## src/axis_gen_pkg.sv

```systemverilog
package axis_gen_pkg;

	////////////////////////////////////////
	// Stream and frame geometry
	////////////////////////////////////////

	// Bits of one pixel on tdata.
	localparam int pixel_width = 8;

	// Column and row coordinates share their width with the frame size fields.
	localparam int img_wbits = 12;
	localparam int img_hbits = 12;

	// Number of windows tested per pixel, one mask bit each.
	localparam int win_num = 8;

	////////////////////////////////////////
	// Test patterns
	////////////////////////////////////////

	localparam int pat_bits = 2;

	localparam logic [pat_bits-1:0] pat_col_ramp = 2'd0;
	localparam logic [pat_bits-1:0] pat_row_ramp = 2'd1;
	localparam logic [pat_bits-1:0] pat_checker  = 2'd2;

	// Checkerboard squares are 2**checker_shift pixels on a side.
	localparam int checker_shift = 3;

endpackage
```

## src/axis_generator.sv

```systemverilog
`timescale 1ns/1ps

module axis_generator (
	input  logic                                 clk,
	input  logic                                 resetn,
	input  logic                                 enable,
	input  logic [axis_gen_pkg::img_wbits-1:0]   frame_width,
	input  logic [axis_gen_pkg::img_hbits-1:0]   frame_height,
	input  logic [axis_gen_pkg::pat_bits-1:0]    pattern,
	input  logic [axis_gen_pkg::img_wbits-1:0]   win_left   [axis_gen_pkg::win_num],
	input  logic [axis_gen_pkg::img_hbits-1:0]   win_top    [axis_gen_pkg::win_num],
	input  logic [axis_gen_pkg::img_wbits-1:0]   win_width  [axis_gen_pkg::win_num],
	input  logic [axis_gen_pkg::img_hbits-1:0]   win_height [axis_gen_pkg::win_num],
	output logic                                 m_axis_tvalid,
	output logic [axis_gen_pkg::pixel_width-1:0] m_axis_tdata,
	output logic                                 m_axis_tuser,
	output logic                                 m_axis_tlast,
	input  logic                                 m_axis_tready,
	output logic [axis_gen_pkg::win_num-1:0]     win_pixel_need
);
	import axis_gen_pkg::*;

	logic [img_wbits-1:0] pix_col;
	logic [img_hbits-1:0] pix_row;
	logic [pat_bits-1:0]  pat_latched;

	////////////////////////////////////////
	// Raster scan
	////////////////////////////////////////

	frame_scanner u_frame_scanner (
		.clk          (clk),
		.resetn       (resetn),
		.enable       (enable),
		.frame_width  (frame_width),
		.frame_height (frame_height),
		.pattern      (pattern),
		.tready       (m_axis_tready),
		.tvalid       (m_axis_tvalid),
		.tuser        (m_axis_tuser),
		.tlast        (m_axis_tlast),
		.pix_col      (pix_col),
		.pix_row      (pix_row),
		.pat_latched  (pat_latched)
	);

	////////////////////////////////////////
	// Beat payload
	////////////////////////////////////////

	// Data and mask are decoded from the registered coordinates, so they
	// stay aligned with tvalid, tuser and tlast.
	pixel_pattern u_pixel_pattern (
		.pix_col (pix_col),
		.pix_row (pix_row),
		.pattern (pat_latched),
		.data    (m_axis_tdata)
	);

	for (genvar i = 0; i < win_num; i++) begin : g_win
		window_hit u_window_hit (
			.pix_col    (pix_col),
			.pix_row    (pix_row),
			.win_left   (win_left[i]),
			.win_top    (win_top[i]),
			.win_width  (win_width[i]),
			.win_height (win_height[i]),
			.hit        (win_pixel_need[i])
		);
	end

endmodule

```

## src/pixel_pattern.sv

```systemverilog
`timescale 1ns/1ps

module pixel_pattern (
	input  logic [axis_gen_pkg::img_wbits-1:0]   pix_col,
	input  logic [axis_gen_pkg::img_hbits-1:0]   pix_row,
	input  logic [axis_gen_pkg::pat_bits-1:0]    pattern,
	output logic [axis_gen_pkg::pixel_width-1:0] data
);
	import axis_gen_pkg::*;

	logic checker_on;

	// Squares alternate wherever exactly one of the two coordinates sits
	// in an odd-numbered square.
	assign checker_on = pix_col[checker_shift] ^ pix_row[checker_shift];

	always_comb begin
		case (pattern)
			pat_col_ramp: begin
				data = pix_col[pixel_width-1:0];
			end
			pat_row_ramp: begin
				data = pix_row[pixel_width-1:0];
			end
			pat_checker: begin
				data = {pixel_width{checker_on}};
			end
			default: begin
				// Code 3 is unused.
				data = '0;
			end
		endcase
	end

endmodule

```

## src/window_hit.sv

```systemverilog
`timescale 1ns/1ps

module window_hit (
	input  logic [axis_gen_pkg::img_wbits-1:0] pix_col,
	input  logic [axis_gen_pkg::img_hbits-1:0] pix_row,
	input  logic [axis_gen_pkg::img_wbits-1:0] win_left,
	input  logic [axis_gen_pkg::img_hbits-1:0] win_top,
	input  logic [axis_gen_pkg::img_wbits-1:0] win_width,
	input  logic [axis_gen_pkg::img_hbits-1:0] win_height,
	output logic                               hit
);
	import axis_gen_pkg::*;

	// One extra bit keeps windows that run past the coordinate range from
	// wrapping back to the left or top.
	logic [img_wbits:0] win_right;
	logic [img_hbits:0] win_bottom;
	logic               win_empty;
	logic               in_cols;
	logic               in_rows;

	assign win_right  = {1'b0, win_left} + {1'b0, win_width} - (img_wbits + 1)'(1);
	assign win_bottom = {1'b0, win_top} + {1'b0, win_height} - (img_hbits + 1)'(1);

	// A zero-sized window would give an edge below its origin.
	assign win_empty = (win_width == '0) || (win_height == '0);

	assign in_cols = (pix_col >= win_left) && ({1'b0, pix_col} <= win_right);
	assign in_rows = (pix_row >= win_top) && ({1'b0, pix_row} <= win_bottom);

	assign hit = !win_empty && in_cols && in_rows;

endmodule

```

## src/frame_scanner.sv

```systemverilog
`timescale 1ns/1ps

module frame_scanner (
	input  logic                               clk,
	input  logic                               resetn,
	input  logic                               enable,
	input  logic [axis_gen_pkg::img_wbits-1:0] frame_width,
	input  logic [axis_gen_pkg::img_hbits-1:0] frame_height,
	input  logic [axis_gen_pkg::pat_bits-1:0]  pattern,
	input  logic                               tready,
	output logic                               tvalid,
	output logic                               tuser,
	output logic                               tlast,
	output logic [axis_gen_pkg::img_wbits-1:0] pix_col,
	output logic [axis_gen_pkg::img_hbits-1:0] pix_row,
	output logic [axis_gen_pkg::pat_bits-1:0]  pat_latched
);
	import axis_gen_pkg::*;

	logic [img_wbits-1:0] lat_width;
	logic [img_hbits-1:0] lat_height;
	logic                 first_pending;
	logic                 slot_free;
	logic                 load;
	logic                 col_last;
	logic                 row_last;
	logic                 frame_done;
	logic [img_wbits-1:0] col_inc;

	////////////////////////////////////////
	// Load control
	////////////////////////////////////////

	// The output register can take a new pixel when it is empty or when
	// its current beat transfers on this edge.
	assign slot_free = !tvalid || tready;
	assign load      = enable && slot_free;

	// The coordinates always hold the last loaded pixel, so the next one
	// follows from them even after the stream has been paused.
	assign col_last   = (pix_col == lat_width - img_wbits'(1));
	assign row_last   = (pix_row == lat_height - img_hbits'(1));
	assign frame_done = first_pending || (col_last && row_last);
	assign col_inc    = pix_col + img_wbits'(1);

	////////////////////////////////////////
	// Raster counters and output beat
	////////////////////////////////////////

	always_ff @(posedge clk) begin
		if (!resetn) begin
			tvalid        <= 1'b0;
			tuser         <= 1'b0;
			tlast         <= 1'b0;
			first_pending <= 1'b1;
			pix_col       <= '0;
			pix_row       <= '0;
			lat_width     <= '0;
			lat_height    <= '0;
			pat_latched   <= '0;
		end else if (load) begin
			tvalid        <= 1'b1;
			first_pending <= 1'b0;
			if (frame_done) begin
				// A new frame picks up the size and pattern present right now.
				pix_col     <= '0;
				pix_row     <= '0;
				lat_width   <= frame_width;
				lat_height  <= frame_height;
				pat_latched <= pattern;
				tuser       <= 1'b1;
				tlast       <= (frame_width == img_wbits'(1));
			end else if (col_last) begin
				pix_col <= '0;
				pix_row <= pix_row + img_hbits'(1);
				tuser   <= 1'b0;
				tlast   <= (lat_width == img_wbits'(1));
			end else begin
				pix_col <= col_inc;
				tuser   <= 1'b0;
				tlast   <= (col_inc == lat_width - img_wbits'(1));
			end
		end else if (slot_free) begin
			// Enable is low: the stream goes idle but keeps its position.
			tvalid <= 1'b0;
			tuser  <= 1'b0;
			tlast  <= 1'b0;
		end
	end

endmodule

```

## config.mk

```make
export PLATFORM = sky130hd
export DESIGN_NAME = axis_generator
export DESIGN_NICKNAME = d
export VERILOG_FILES = /design/src/axis_gen_pkg.sv /design/src/axis_generator.sv /design/src/pixel_pattern.sv /design/src/window_hit.sv /design/src/frame_scanner.sv
export SDC_FILE = /design/constraint.sdc
export NUM_CORES = 1
export LEC_CHECK = 0
export CORE_ASPECT_RATIO = 1.2
export CORE_MARGIN = 2
export CORE_UTILIZATION = 60
export DETAILED_ROUTE_END_ITERATION = 6
export DONT_BUFFER_PORTS = 1
export PLACE_DENSITY = 0.81
export REMOVE_ABC_BUFFERS = 1
export SYNTH_ARGS = -nofsm -noshare
export SYNTH_HDL_FRONTEND = slang
export SYNTH_SLANG_ARGS = --single-unit
```

## constraint.sdc

```tcl
create_clock -name clk -period 5.6 [get_ports clk]
set_input_delay 0.56 -clock clk [delete_from_list [all_inputs] [get_ports clk]]
set_output_delay 0.56 -clock clk [all_outputs]
set_load 0.02 [all_outputs]
```

==> results of run 1 <==
-- layer usage --
metal	GRT usage	wire [um]	vias to the layer above
li1	-	-	11800
met1	0.377	29000	10700
met2	0.548	31900	782
met3	0.0378	4120	225
met4	0.141	3360	4
met5	0	27	-
-- cell families after synthesis --
group | synth area share
AND/OR/NAND/NOR | 0.166
AO/OA/AOI/OAI | 0.182
XOR/XNOR | 0.0605
multiplexers | 0.0125
buffers and inverters | 0.142
flip-flops | 0.0434
adder cells (fa/ha/maj) | 0.393
-- worst min path at each step --
| stage | depth (start not counted) | endpoint | start |
|---|---|---|---|
| after floorplan | 2 | u_frame_scanner.lat_height[11] | u_frame_scanner.lat_height[11] |
| after global placement | 2 | u_frame_scanner.lat_height[11] | u_frame_scanner.lat_height[11] |
| after detailed placement | 2 | u_frame_scanner.lat_height[11] | u_frame_scanner.lat_height[11] |
| after CTS | 1 | u_frame_scanner.first_pending | resetn |
| after global routing | 1 | u_frame_scanner.first_pending | resetn |
| final | 1 | u_frame_scanner.first_pending | resetn |
-- area by class of cell --
type                            instances  area (um^2)
Multi-Input combinational cell       2465        20300
Clock buffer                            6          139
Tap cell                              539          674
Antenna cell                            5         12.5
Clock inverter                          2         12.5
Fill cell                            3684        15000
Inverter                              883         3310
Timing Repair Buffer                   36          270
Sequential cell                        54         1080
-- metrics by stage --
stage	cell area, um^2	worst slack [ns]	total power [mW]	std cells	hold slack (ns)
5_1_grt	25800	0.279	3.58	3987	0.348
3_3_place_gp	25600	0.595	2.79	3977	0.463
3_5_place_dp	25600	0.585	2.85	3977	0.486
6_report	25800	0.576	3.19	3990	0.365
4_1_cts	25800	0.563	3.18	3985	0.335
2_1_floorplan	24700	0.542	2.37	3402	0.448
-- registers in the layout, indices dropped and copies added, names as in the netlist --
| signal | flops |
|---|---|
| u_frame_scanner.pix_col | 12 |
| u_frame_scanner.lat_width | 12 |
| u_frame_scanner.tuser | 1 |
| u_frame_scanner.first_pending | 1 |
| u_frame_scanner.tvalid | 1 |
| u_frame_scanner.tlast | 1 |
| u_frame_scanner.lat_height | 12 |
| u_frame_scanner.pix_row | 12 |
| u_frame_scanner.pat_latched | 2 |
-- cells in the final DEF, fill, tap and decap left out, drive strengths merged, types with 21 or more instances in the layout --
master / instances
inv: 883
and3: 35
nand2b: 69
a211oi: 29
nor3: 75
nor4: 75
o21a: 51
o21ai: 180
nor2b: 63
ha: 757
dfxtp: 54
buf: 36
nor2: 95
o211ai: 21
a21boi: 28
a21oi: 177
nand2: 178
nand4: 30
nand3: 84
mux2i: 31
a31oi: 32
a21o: 61
xor2: 91
xnor2: 81
-- power by group --
part / total (mW) / internal, mW / switching [mW]
Clock: 0.327 / 0.178 / 0.149
Combinational: 2.44 / 1.09 / 1.35
Sequential: 0.426 / 0.399 / 0.0270
-- worst max-delay path: stages --
cell and delay, ns:
sky130_fd_sc_hd__inv_1 0.04, sky130_fd_sc_hd__ha_1 0.28, sky130_fd_sc_hd__inv_1 0.06, sky130_fd_sc_hd__ha_1 0.18, sky130_fd_sc_hd__inv_1 0.06, sky130_fd_sc_hd__fa_1 0.39
sky130_fd_sc_hd__nor2b_1 0.12, sky130_fd_sc_hd__o21ai_0 0.11, sky130_fd_sc_hd__a21oi_1 0.20, sky130_fd_sc_hd__o21ai_0 0.13, sky130_fd_sc_hd__a21oi_1 0.20, sky130_fd_sc_hd__o21ai_0 0.12
sky130_fd_sc_hd__nand2b_1 0.12, sky130_fd_sc_hd__xnor2_1 0.12, sky130_fd_sc_hd__ha_1 0.25, sky130_fd_sc_hd__and3_1 0.16, sky130_fd_sc_hd__nand3_1 0.10, sky130_fd_sc_hd__a21oi_1 0.05
sky130_fd_sc_hd__o31a_1 0.29, sky130_fd_sc_hd__o31ai_1 0.24, sky130_fd_sc_hd__a21oi_1 0.15, sky130_fd_sc_hd__a2111oi_2 0.32, sky130_fd_sc_hd__buf_4 0.22
==> results, run 1 <==
- The max-slew violation count is 0.
- The via count of the first global-routing pass is 22.7k.
- The startpoint class of the critical path is a primary input.
- The path class of the tightest hold or removal check is in -> reg.
- The library cell with the highest instance count after synthesis is sky130_fd_sc_hd__inv_1.
- The flow ran to the end, and the final reports show no timing, DRC or antenna violations.
- The count of buffers inserted at the top-level ports is 0.
- The number of enable-type register cells in the synthesized netlist is 0.
- For this run, the register share of the synthesized area comes to 0.0434.
- After synthesis, the cell types taking the most area are sky130_fd_sc_hd__ha_1, sky130_fd_sc_hd__inv_1, sky130_fd_sc_hd__dfxtp_1.
- The proportion of synthesized flip-flops having asynchronous set or reset is 0.
- CTS saw 54 sinks.
- Among all flip-flop cells after synthesis, the most frequent one is sky130_fd_sc_hd__dfxtp_1.
- Setup repair after global routing left no endpoint under its margin.
- The average instance in the mapped netlist occupies 7.22 um^2.
- In this run the number of H-tree levels came out at 2.
- For this run, design rule violations remaining after detail routing come to 0.
- The endpoint kind of the worst setup timing path is an output pin.
- The category of the most critical setup path is in -> out.
- The biggest fanout along the worst timing path is 2.
- The first detailed-routing pass took 6 iterations.
- The routed length per placed instance is 17.1 um.
- Global routing finished with a remaining overflow of 0.
- Headroom to the max-slew limit came out at 0.237.
- Pin placement for this block handled 433 I/O pins.
- Using the TritonRoute via totals, the vias-per-cell ratio works out to 5.89.
- The distinct cell type count after synthesis is 69.
- Routability-driven placement finished with a final weighted congestion of 0.966.
- Sorting the synthesized cells by how often they occur yields sky130_fd_sc_hd__inv_1, sky130_fd_sc_hd__ha_1, sky130_fd_sc_hd__o21ai_0, sky130_fd_sc_hd__nand2_1, sky130_fd_sc_hd__a21oi_1.
- After detailed routing, the total wire length is 68.4 mm.
- The initial utilization of the core area, before any placement, comes to 0.609.
- The startpoint identified for the worst register-to-register timing path is u_frame_scanner.lat_width[4].
- Setup total negative slack on the finished layout was measured at 0 ns.
- The via count is 23.5k.
- The share of layout cells above drive strength 1 is 0.0183.
- The register-to-register path setup slack is 1.55 ns.
- The quantity of gates resized following cts is 0.
- Buffers inserted to repair hold after CTS numbered 0.
- Summed over all instances, the cell type with the most area after synthesis is sky130_fd_sc_hd__ha_1.
- Detailed placement finished with a half-perimeter wire length of 58.2 mm.
- Across the run, the number of max-cap violations was 0.
- The floorplan die width is 190 um.
- Synthesis inferred 54 register bits.
- The cell at the root of the clock tree is sky130_fd_sc_hd__clkbuf_16.
- The floorplan step set the die height to 227 um.
- TritonCTS built the clock tree.
- The first global-routing pass estimated 109 mm of wire.
- The setup-violating endpoint count in the final report is 0.
- No sink is reached through more buffers than the 2 on the longest clock path.
- The global-route total usage across every layer is 0.311.
- The standby leakage power is 14.9 nW.
- The floorplan die area is 43100 um^2.
- After the first detailed-routing iteration, the DRC count stood at 1089.
- After floorplanning, the core was sized to cover 40800 um^2.
- Clock-pin slew was measured on the worst setup and hold paths at 0.07 ns.
- The maximum vdd ir drop is 0.118 mV.
- The maximum number of pins on one net before global-route repair is 75.
- The worst reg-to-reg path cell count is 9.
- The number of antenna violations at the first check in global routing is 4.
- The worst register-to-register path ends at u_frame_scanner.lat_width[0].
- The cell area that synthesis handed to floorplanning was 24900 um^2.
- The post-route clock period utilization is 0.897.
- The post-layout minimum cycle time is 5.02 ns.
- In this run the worst setup path begins at win_left[85].
- Buffers added to address setup during post-CTS repair amount to 0.
- The critical path endpoint is win_pixel_need[0].
- The source-to-sink clock delay at the later pin of the worst-skew pair is 0.30 ns.
- The final hold violation count is 0.
- Compared with the post-synthesis result, the final layout area differs by 3.66%.
- The transition time at the pin with the least slew margin is 1.14 ns.
- The arrival time at the worst endpoint is 4.46 ns.
- The number of buffers created by CTS is 5.
- Static timing analysis puts the maximum clock frequency at 199 MHz.
- The antenna violation net count after detailed routing is 0.
- The power density over the cells is 124 nW/um^2.
- The setup skew after layout is 0.00901 ns.
- The cell count after synthesis came out at 3445.
- The final net count is 4632.
- The yosys synthesis warning count is 0.
- The top-area cell type share of the netlist area is 0.381.
- The core occupancy in the finished layout is 0.632.
- The count of standard-cell rows is 81.
- At the worst endpoint, the required time is 5.04 ns.
(Power assumes the default switching activity.)
==> inputs of run 2 (changes only) <==
CTS_BUF_LIST = sky130_fd_sc_hd__clkbuf_2   (was not set)
CTS_CLUSTER_DIAMETER = 80   (was not set)
==> run 2 against run 1 <==
Cell area decreased by 0.42%. Maximum frequency barely moved. Largest power group unchanged. Cell count about the same. Die area is the same. Highest routed layer unchanged. Critical endpoint unchanged. Sequential cell count unchanged. First-iteration DRC count is 0.55% higher. Clock power decreased by 52%. Power shrank 5.2%.
==> results, run 2 (synthesized netlist as in run 1, its figures left out) <==
- Result of the run: complete, no violations (unchanged).
- The global route total overflow is 0 (unchanged).
- The largest stage delay on the critical path is 0.39 ns (about the same).
- The clock transition at the register clock pins on the worst setup and hold paths after CTS is 0.27 ns (was 0.07 ns).
- The final wirelength is 68.3 mm (was 68.4 mm).
- The category of the most critical setup path is in -> out (unchanged).
- The startpoint class of the critical path is a primary input (unchanged).
- The reported max-cap violation count is 0 (unchanged).
- The required arrival time at the worst endpoint was 5.04 ns (about the same).
- The global-route wire length before repair is 109 mm (about the same).
- The floorplan die area is 43100 um^2 (unchanged).
- The iteration-0 DRC count of the detailed router is 1095 (was 1089).
- The standby leakage power came to 14.8 nW (was 14.9 nW).
- The quantity of gates resized following cts is 0 (unchanged).
- The peak clock frequency supported by timing came to 199 MHz (about the same).
- Highest-count cells in the layout ignoring fill and taps: sky130_fd_sc_hd__inv_1, sky130_fd_sc_hd__ha_1, sky130_fd_sc_hd__o21ai_0 (unchanged).
- The setup skew after layout came to 0.0180 ns (was 0.00901 ns).
- The final net count is 4632 (unchanged).
- The post-layout minimum cycle time is 5.02 ns (about the same).
- The count of standard-cell rows is 81 (unchanged).
- The count of buffers inserted at the top-level ports was 0 (unchanged).
- The final hold violation count was 0 (unchanged).
- The number of antenna violations at the first check in global routing is 5 (was 4).
- The number of ports placed on the die boundary was 433 (unchanged).
- The TritonCTS clock tree is yes (unchanged).
- The routed length per placed instance was 17.1 um (about the same).
- The cell with the most instances on the worst path is sky130_fd_sc_hd__a21oi_1 (unchanged).
- The post-placement worst setup slack is 0.585 ns (unchanged).
- The most common library cell in the layout ignoring fill and taps was sky130_fd_sc_hd__inv_1 (unchanged).
- The arrival time at the worst endpoint is 4.46 ns (about the same).
- The kind of path behind the tightest hold check was in -> reg (unchanged).
- The number of sinks driven by the clock tree came to 54 (unchanged).
- The cell at the root of the clock tree is sky130_fd_sc_hd__clkbuf_2 (was sky130_fd_sc_hd__clkbuf_16).
- The final-layout fill cell count is 3706 (was 3684).
- Setup repair after global routing missed its margin: no (unchanged).
- The total power consumption of the routed design came to 3.03 mW (was 3.19 mW).
- The y dimension of the die is 227 um (unchanged).
- The starting density of the core is 0.609 (unchanged).
- The core region area came to 40800 um^2 (unchanged).
- The signed area change from the synthesized netlist to the final layout is 3.22% (was 3.66%).
- The post-route clock period utilization came to 0.897 (about the same).
- The power density over the cells is 118 nW/um^2 (was 124 nW/um^2).
- The max-slew violation count was 0 (unchanged).
- The number of standard cells in the final layout excluding fillers is 3991 (was 3990).
- The biggest fanout along the worst timing path was 2 (unchanged).
- The maximum vdd ir drop is 0.0784 mV (was 0.118 mV).
- The via-per-instance ratio came to 5.88 (was 5.89).
- The total setup buffers inserted after CTS is 0 (unchanged).
- The number of hold-repair buffers added at the cts stage is 0 (unchanged).
- The maximum number of pins on one net before global-route repair is 75 (unchanged).
- The number of remaining DRC errors was 0 (unchanged).
- The aggregate negative setup slack is 0 ns (unchanged).
- The critical-path cell with the highest stage delay is sky130_fd_sc_hd__fa_1 (unchanged).
- The number of buffers created by CTS is 5 (unchanged).
- The via count of the first global-routing pass is 22.6k (was 22.7k).
- The maximum level of the CTS H-tree came to 2 (unchanged).
- The worst slew slack as a fraction of its limit was 0.231 (was 0.237).
- The final weighted congestion in routability-driven placement came to 0.966 (unchanged).
- The transition time at the pin with the least slew margin came to 1.14 ns (about the same).
- The global-route total usage across every layer came to 0.310 (was 0.311).
- The final HPWL from detailed placement is 58.2 mm (unchanged).
- The share of layout cells above drive strength 1 came to 0.0180 (was 0.0183).
- The setup-violating endpoint count in the final report is 0 (unchanged).
- The worst-case setup margin in the final layout is 0.578 ns (was 0.576 ns).
- The source-to-sink clock delay at the later pin of the worst-skew pair is 0.46 ns (was 0.30 ns).
- Worst-path cell chain: inv_1 -> ha_1 -> inv_1 -> ha_1 -> inv_1 -> fa_1 -> nor2b_1 -> o21ai_0 -> a21oi_1 -> o21ai_0 -> a21oi_1 -> o21ai_0 -> nand2b_1 -> xnor2_1 -> ha_1 -> and3_1 -> nand3_1 -> a21oi_1 -> o31a_1 -> o31ai_1 -> a21oi_1 -> a2111oi_2 -> buf_4 (unchanged).
- The buffer depth of the longest clock path is 2 (unchanged).
- The antenna violation net count after detailed routing is 0 (unchanged).
- The iteration count of the initial detailed-routing pass is 7 (was 6).
- The via count is 23.5k (about the same).
- The endpoint kind of the worst setup timing path is an output pin (unchanged).
- The floorplan die width is 190 um (unchanged).
- The placed cell count is 3977 (unchanged).
## run 2: cell types whose count changed in the layout (fill, tap and decap cells not counted), sizes merged
cell,delta
clkbuf,-1
diode,+1
clkinv,+1
## run 2: through the flow
step | instance area, um^2 | utilization | hold WS, ns
after floorplan | 24700 | - | 0.448
after global placement | 25600 | 0.628 | 0.463
after detailed placement | 25600 | 0.628 | 0.486
after CTS | 25700 | 0.629 | 0.130
after global routing | 25700 | 0.629 | 0.120
final | 25700 | 0.629 | 0.166
## run 2: power by group
| part | internal [mW] | switching, mW |
|---|---|---|
| Combinational | 1.09 | 1.36 |
| Clock | 0.0284 | 0.130 |
| Sequential | 0.401 | 0.0271 |
| Total | 1.52 | 1.51 |
## run 2: cell type report
type | instances | area [um^2] | area share
well taps | 539 | 674 | 0.0263
clock inverters | 3 | 16.3 | 0.000633
repair buffers | 36 | 270 | 0.0105
flip-flops and latches | 54 | 1080 | 0.0421
inverters | 883 | 3310 | 0.129
clock buffers | 5 | 25.0 | 0.000974
diodes | 6 | 15.0 | 0.000584
multi-input cells | 2465 | 20300 | 0.790
## run 2: path summary, 6_finish.rpt
path	from	to	slack (ns)	cells after the start
setup / recovery	win_left[85]	win_pixel_need[0]	0.58	23
hold / removal	resetn	u_frame_scanner.first_pending	0.17	1
setup reg to reg	u_frame_scanner.lat_width[4]	u_frame_scanner.lat_width[0]	1.48	9
hold reg to reg	u_frame_scanner.lat_height[11]	u_frame_scanner.lat_height[11]	0.51	2
## run 2: critical path, delay by kind of cell
family | cells | cell delay [ns]
xor+xnor | 1 | 0.12
simple gates | 4 | 0.50
fa+ha+maj | 4 | 1.10
compound gates | 10 | 1.80
buf+inv | 4 | 0.38
## run 2: per-layer routing
layer	part of all wire	wire (um)	global-route usage	vias up
li1	-	-	-	11800
met1	0.43	29100	0.375	10700
met2	0.47	31800	0.549	759
met3	0.061	4160	0.0384	210
met4	0.048	3270	0.138	2
met5	0.00016	11	0	-
==> inputs of run 3 (changes only) <==
SYNTH_HIERARCHICAL = 1   (was not set)
==> run 3 against run 2 <==
Sequential cell count unchanged. Maximum frequency up 4.1%. Clock-buffer cell count grew 1. Synthesized area rose by 3.1%. Sequential share of layout area shrank 0.097 points. Utilization fell by 0.56 points. Non-clock buffer count decreased by 7. Cell count increased by 1.9%. Register-to-register slack better by 0.31 ns. Sequential power grew 1%. Power is 9.0% higher. Critical path type unchanged. Critical endpoint is now win_pixel_need[2]. Highest routed layer unchanged.
==> results, run 3 <==
- Result of the run: complete, no violations (unchanged).
- The beginning of the worst register-to-register path is u_frame_scanner/lat_width[0] (was u_frame_scanner.lat_width[4]).
- The worst slew slack as a fraction of its limit is 0.270 (was 0.231).
- The global route total overflow came to 0 (unchanged).
- The xor and xnor area share after synthesis is 0.0613 (was 0.0605).
- Highest-count cells in the layout ignoring fill and taps: sky130_fd_sc_hd__inv_1, sky130_fd_sc_hd__ha_1, sky130_fd_sc_hd__a21oi_1 (was sky130_fd_sc_hd__inv_1, sky130_fd_sc_hd__ha_1, sky130_fd_sc_hd__o21ai_0).
- The number of remaining DRC errors is 0 (unchanged).
- The setup-violating endpoint count in the final report came to 0 (unchanged).
- The via count of the first global-routing pass came to 23.6k (was 22.6k).
- The number of synthesized register bits was 54 (unchanged).
- The kind of cell with the highest combined delay on the critical path is compound AO/OA/AOI/OAI gates (unchanged).
- The floorplan die width was 193 um (was 190 um).
- The biggest fanout along the worst timing path is 3 (was 2).
- The final wirelength is 74.7 mm (was 68.3 mm).
- The category of the most critical setup path is in -> out (unchanged).
- The complex-gate fraction of the synthesized area came to 0.181 (was 0.182).
- The cell type with the highest aggregate area in the netlist is sky130_fd_sc_hd__ha_1 (unchanged).
- The count of standard-cell rows is 83 (was 81).
- The y dimension of the die is 231 um (was 227 um).
- The multiplexer fraction of the synthesized cell area was 0.0190 (was 0.0125).
- The peak clock frequency supported by timing is 207 MHz (was 199 MHz).
- The global-route total usage across every layer is 0.329 (was 0.310).
- The destination of the worst hold path is u_frame_scanner/first_pending (was u_frame_scanner.first_pending).
- The worst hold margin was 0.166 ns (about the same).
- The global-route wire length before repair was 117 mm (was 109 mm).
- Setup repair after global routing missed its margin: no (unchanged).
- The maximum number of pins on one net before global-route repair came to 62 (was 75).
- The number of antenna violations at the first check in global routing is 7 (was 5).
- The max-slew violation count was 0 (unchanged).
- The starting density of the core is 0.604 (was 0.609).
- The reported max-cap violation count came to 0 (unchanged).
- The final hold violation count was 0 (unchanged).
- The transition time at the pin with the least slew margin is 1.08 ns (was 1.14 ns).
- The cell at the root of the clock tree is sky130_fd_sc_hd__clkbuf_2 (unchanged).
- The number of cells traversed by the worst hold path was 1 (unchanged).
- The final weighted congestion in routability-driven placement is 0.929 (was 0.966).
- The fraction of the yosys area taken by sequential cells is 0.0421 (was 0.0434).
- The cell area after technology mapping is 25700 um^2 (was 24900 um^2).
- The beginning of the worst hold path was resetn (unchanged).
- The simple-gate portion of the synthesized area is 0.182 (was 0.166).
- The total power consumption of the routed design was 3.30 mW (was 3.03 mW).
- The cell with the most instances on the worst path is sky130_fd_sc_hd__ha_1 (was sky130_fd_sc_hd__a21oi_1).
- The aggregate negative setup slack was 0 ns (unchanged).
- The number of sinks driven by the clock tree is 54 (unchanged).
- The number of buffers created by CTS is 5 (unchanged).
- Cells taking the most area after synthesis: sky130_fd_sc_hd__ha_1, sky130_fd_sc_hd__inv_1, sky130_fd_sc_hd__dfxtp_1 (unchanged).
- The arrival time at the worst endpoint was 4.26 ns (was 4.46 ns).
- The number of ports placed on the die boundary came to 433 (unchanged).
- The buffering stage count on the worst path with inverters included is 3 (was 4).
- The post-route clock period utilization was 0.861 (was 0.897).
- The iteration-0 DRC count of the detailed router is 1134 (was 1095).
- The power density over the cells is 125 nW/um^2 (was 118 nW/um^2).
- The final net count is 4697 (was 4632).
- The critical-path cell with the highest stage delay was sky130_fd_sc_hd__a2111oi_0 (was sky130_fd_sc_hd__fa_1).
- The startpoint class of the critical path was a primary input (unchanged).
- Leading cell types by count after synthesis: sky130_fd_sc_hd__inv_1, sky130_fd_sc_hd__ha_1, sky130_fd_sc_hd__a21oi_1, sky130_fd_sc_hd__nand2_1, sky130_fd_sc_hd__o21ai_0 (was sky130_fd_sc_hd__inv_1, sky130_fd_sc_hd__ha_1, sky130_fd_sc_hd__o21ai_0, sky130_fd_sc_hd__nand2_1, sky130_fd_sc_hd__a21oi_1).
- The post-synthesis average cell area is 7.32 um^2 (was 7.22 um^2).
- The endpoint of the worst register-to-register path is u_frame_scanner/lat_width[11] (was u_frame_scanner.lat_width[0]).
- The core region area is 42500 um^2 (was 40800 um^2).
- The synthesized instance count was 3507 (was 3445).
- The adder and majority cell fraction of the synthesized area is 0.382 (was 0.393).
- The standby leakage power came to 14.8 nW (about the same).
- The final-layout fill cell count came to 3845 (was 3706).
- The largest stage delay on the critical path is 0.45 ns (was 0.39 ns).
- The final HPWL from detailed placement is 62.1 mm (was 58.2 mm).
- The area occupied by multi-input gates came to 21200 um^2 (was 20300 um^2).
- The yosys synthesis warning count is 6 (was 0).
- The quantity of gates resized following cts is 0 (unchanged).
- The main combinational cell family by area after synthesis is adder cells (unchanged).
- The register area was 1090 um^2 (was 1080 um^2).
- The share of layout cells above drive strength 1 is 0.0356 (was 0.0180).
- The total setup buffers inserted after CTS is 0 (unchanged).
- The via count is 24.5k (was 23.5k).
- The source-to-sink clock delay at the later pin of the worst-skew pair is 0.47 ns (was 0.46 ns).
- The endpoint kind of the worst setup timing path is an output pin (unchanged).
- The floorplan die area came to 44400 um^2 (was 43100 um^2).
- The antenna violation net count after detailed routing is 0 (unchanged).
- The post-layout minimum cycle time is 4.82 ns (was 5.02 ns).
- The count of buffers inserted at the top-level ports is 0 (unchanged).
- The most common flop cell mapped by yosys was sky130_fd_sc_hd__dfxtp_1 (unchanged).
- The via-per-instance ratio is 6.02 (was 5.88).
- The maximum vdd ir drop is 0.0832 mV (was 0.0784 mV).
- Worst-path cell chain: inv_1 -> ha_1 -> inv_1 -> ha_1 -> a211oi_2 -> o21ai_1 -> o311a_1 -> o21ai_0 -> nand2b_1 -> a21oi_1 -> xor2_1 -> ha_1 -> a2111oi_0 -> nand2_1 -> nor2_1 -> nor4_2 -> a211oi_1 -> buf_4 (was inv_1 -> ha_1 -> inv_1 -> ha_1 -> inv_1 -> fa_1 -> nor2b_1 -> o21ai_0 -> a21oi_1 -> o21ai_0 -> a21oi_1 -> o21ai_0 -> nand2b_1 -> xnor2_1 -> ha_1 -> and3_1 -> nand3_1 -> a21oi_1 -> o31a_1 -> o31ai_1 -> a21oi_1 -> a2111oi_2 -> buf_4).
- The TritonCTS clock tree is yes (unchanged).
- The most common library cell in the layout ignoring fill and taps is sky130_fd_sc_hd__inv_1 (unchanged).
- The signed area change from the synthesized netlist to the final layout is 3.20% (was 3.22%).
- The required arrival time at the worst endpoint is 5.04 ns (about the same).
- The buffer depth of the longest clock path is 2 (unchanged).
- The top-area cell type share of the netlist area was 0.369 (was 0.381).
- The maximum level of the CTS H-tree is 2 (unchanged).
- The clock transition at the register clock pins on the worst setup and hold paths after CTS is 0.26 ns (was 0.27 ns).
- The proportion of synthesized flip-flops having asynchronous set or reset is 0 (unchanged).
- The setup skew after layout is 0.0128 ns (was 0.0180 ns).
- The routed length per placed instance is 18.4 um (was 17.1 um).
- The number of enable-type register cells in the synthesized netlist is 0 (unchanged).
- The iteration count of the initial detailed-routing pass came to 5 (was 7).
- The register-to-register path setup slack is 1.79 ns (was 1.48 ns).
- The distinct cell type count after synthesis was 94 (was 69).
- The library cell with the highest instance count after synthesis is sky130_fd_sc_hd__inv_1 (unchanged).
- The kind of path behind the tightest hold check is in -> reg (unchanged).
- The number of hold-repair buffers added at the cts stage is 0 (unchanged).
- The worst reg-to-reg path cell count came to 9 (unchanged).
run 3: cell types whose count changed in the layout (fill, tap and decap cells not counted), moves of 18 or more:
| cell | previous run | this run |
|---|---|---|
| sky130_fd_sc_hd__nand3_1 | 84 | 63 |
| sky130_fd_sc_hd__o21ai_0 | 179 | 145 |
| sky130_fd_sc_hd__nand4_1 | 30 | 76 |
| sky130_fd_sc_hd__o21ai_1 | 1 | 30 |
| sky130_fd_sc_hd__inv_1 | 883 | 856 |
| sky130_fd_sc_hd__a21oi_1 | 177 | 195 |
| sky130_fd_sc_hd__or2_2 | 3 | 24 |
| sky130_fd_sc_hd__nand2_1 | 178 | 153 |
| sky130_fd_sc_hd__a21boi_0 | 28 | 7 |
| sky130_fd_sc_hd__nor2_1 | 94 | 112 |
run 3: how the worst max path moves through the flow:
stage | startpoint | slack (ns) | depth (start not counted) | to
after global placement | win_top[61] | 0.83 | 20 | win_pixel_need[2]
after floorplan | win_top[62] | 1.22 | 17 | win_pixel_need[2]
after global routing | win_top[61] | 0.39 | 20 | win_pixel_need[2]
final | win_top[62] | 0.78 | 18 | win_pixel_need[2]
after detailed placement | win_top[62] | 0.80 | 18 | win_pixel_need[2]
after CTS | win_top[62] | 0.75 | 18 | win_pixel_need[2]
run 3: cells by family after synthesis:
| logic type | Yosys count |
|---|---|
| buffers and inverters | 889 |
| AND/OR/NAND/NOR | 854 |
| adder cells (fa/ha/maj) | 773 |
| AO/OA/AOI/OAI | 712 |
| XOR/XNOR | 177 |
| flip-flops | 54 |
| multiplexers | 48 |
run 3: cell type report:
class                   instances  area share
diodes                          5    0.000473
clock buffers                   6     0.00113
clock inverters                 2     0.00142
inverters                     856       0.121
multi-input cells            2564       0.800
flip-flops and latches         54      0.0411
well taps                     552      0.0261
repair buffers                 29     0.00822
run 3: report_power, final:
group	internal, mW	switching [mW]	total (mW)
combinational	1.18	1.48	2.66
sequential	0.401	0.0333	0.434
clock	0.0769	0.130	0.206
run 3: layer usage:
| metal | track usage | vias to the layer above | routed length (um) |
|---|---|---|---|
| li1 | - | 12200 | - |
| met1 | 0.404 | 11200 | 31200 |
| met2 | 0.563 | 875 | 34100 |
| met3 | 0.0461 | 249 | 5210 |
| met4 | 0.155 | 4 | 4130 |
| met5 | 0 | - | 28 |
run 3: through the flow:
| step | util | std cells | worst slack, ns | area, um^2 |
|---|---|---|---|---|
| global route | 0.623 | 4068 | 0.391 | 26500 |
| detailed placement | 0.621 | 4055 | 0.801 | 26400 |
| global placement | 0.621 | 4055 | 0.829 | 26400 |
| CTS | 0.623 | 4063 | 0.754 | 26500 |
| floorplan | - | 3474 | 1.22 | 25500 |
| finish | 0.623 | 4068 | 0.777 | 26500 |
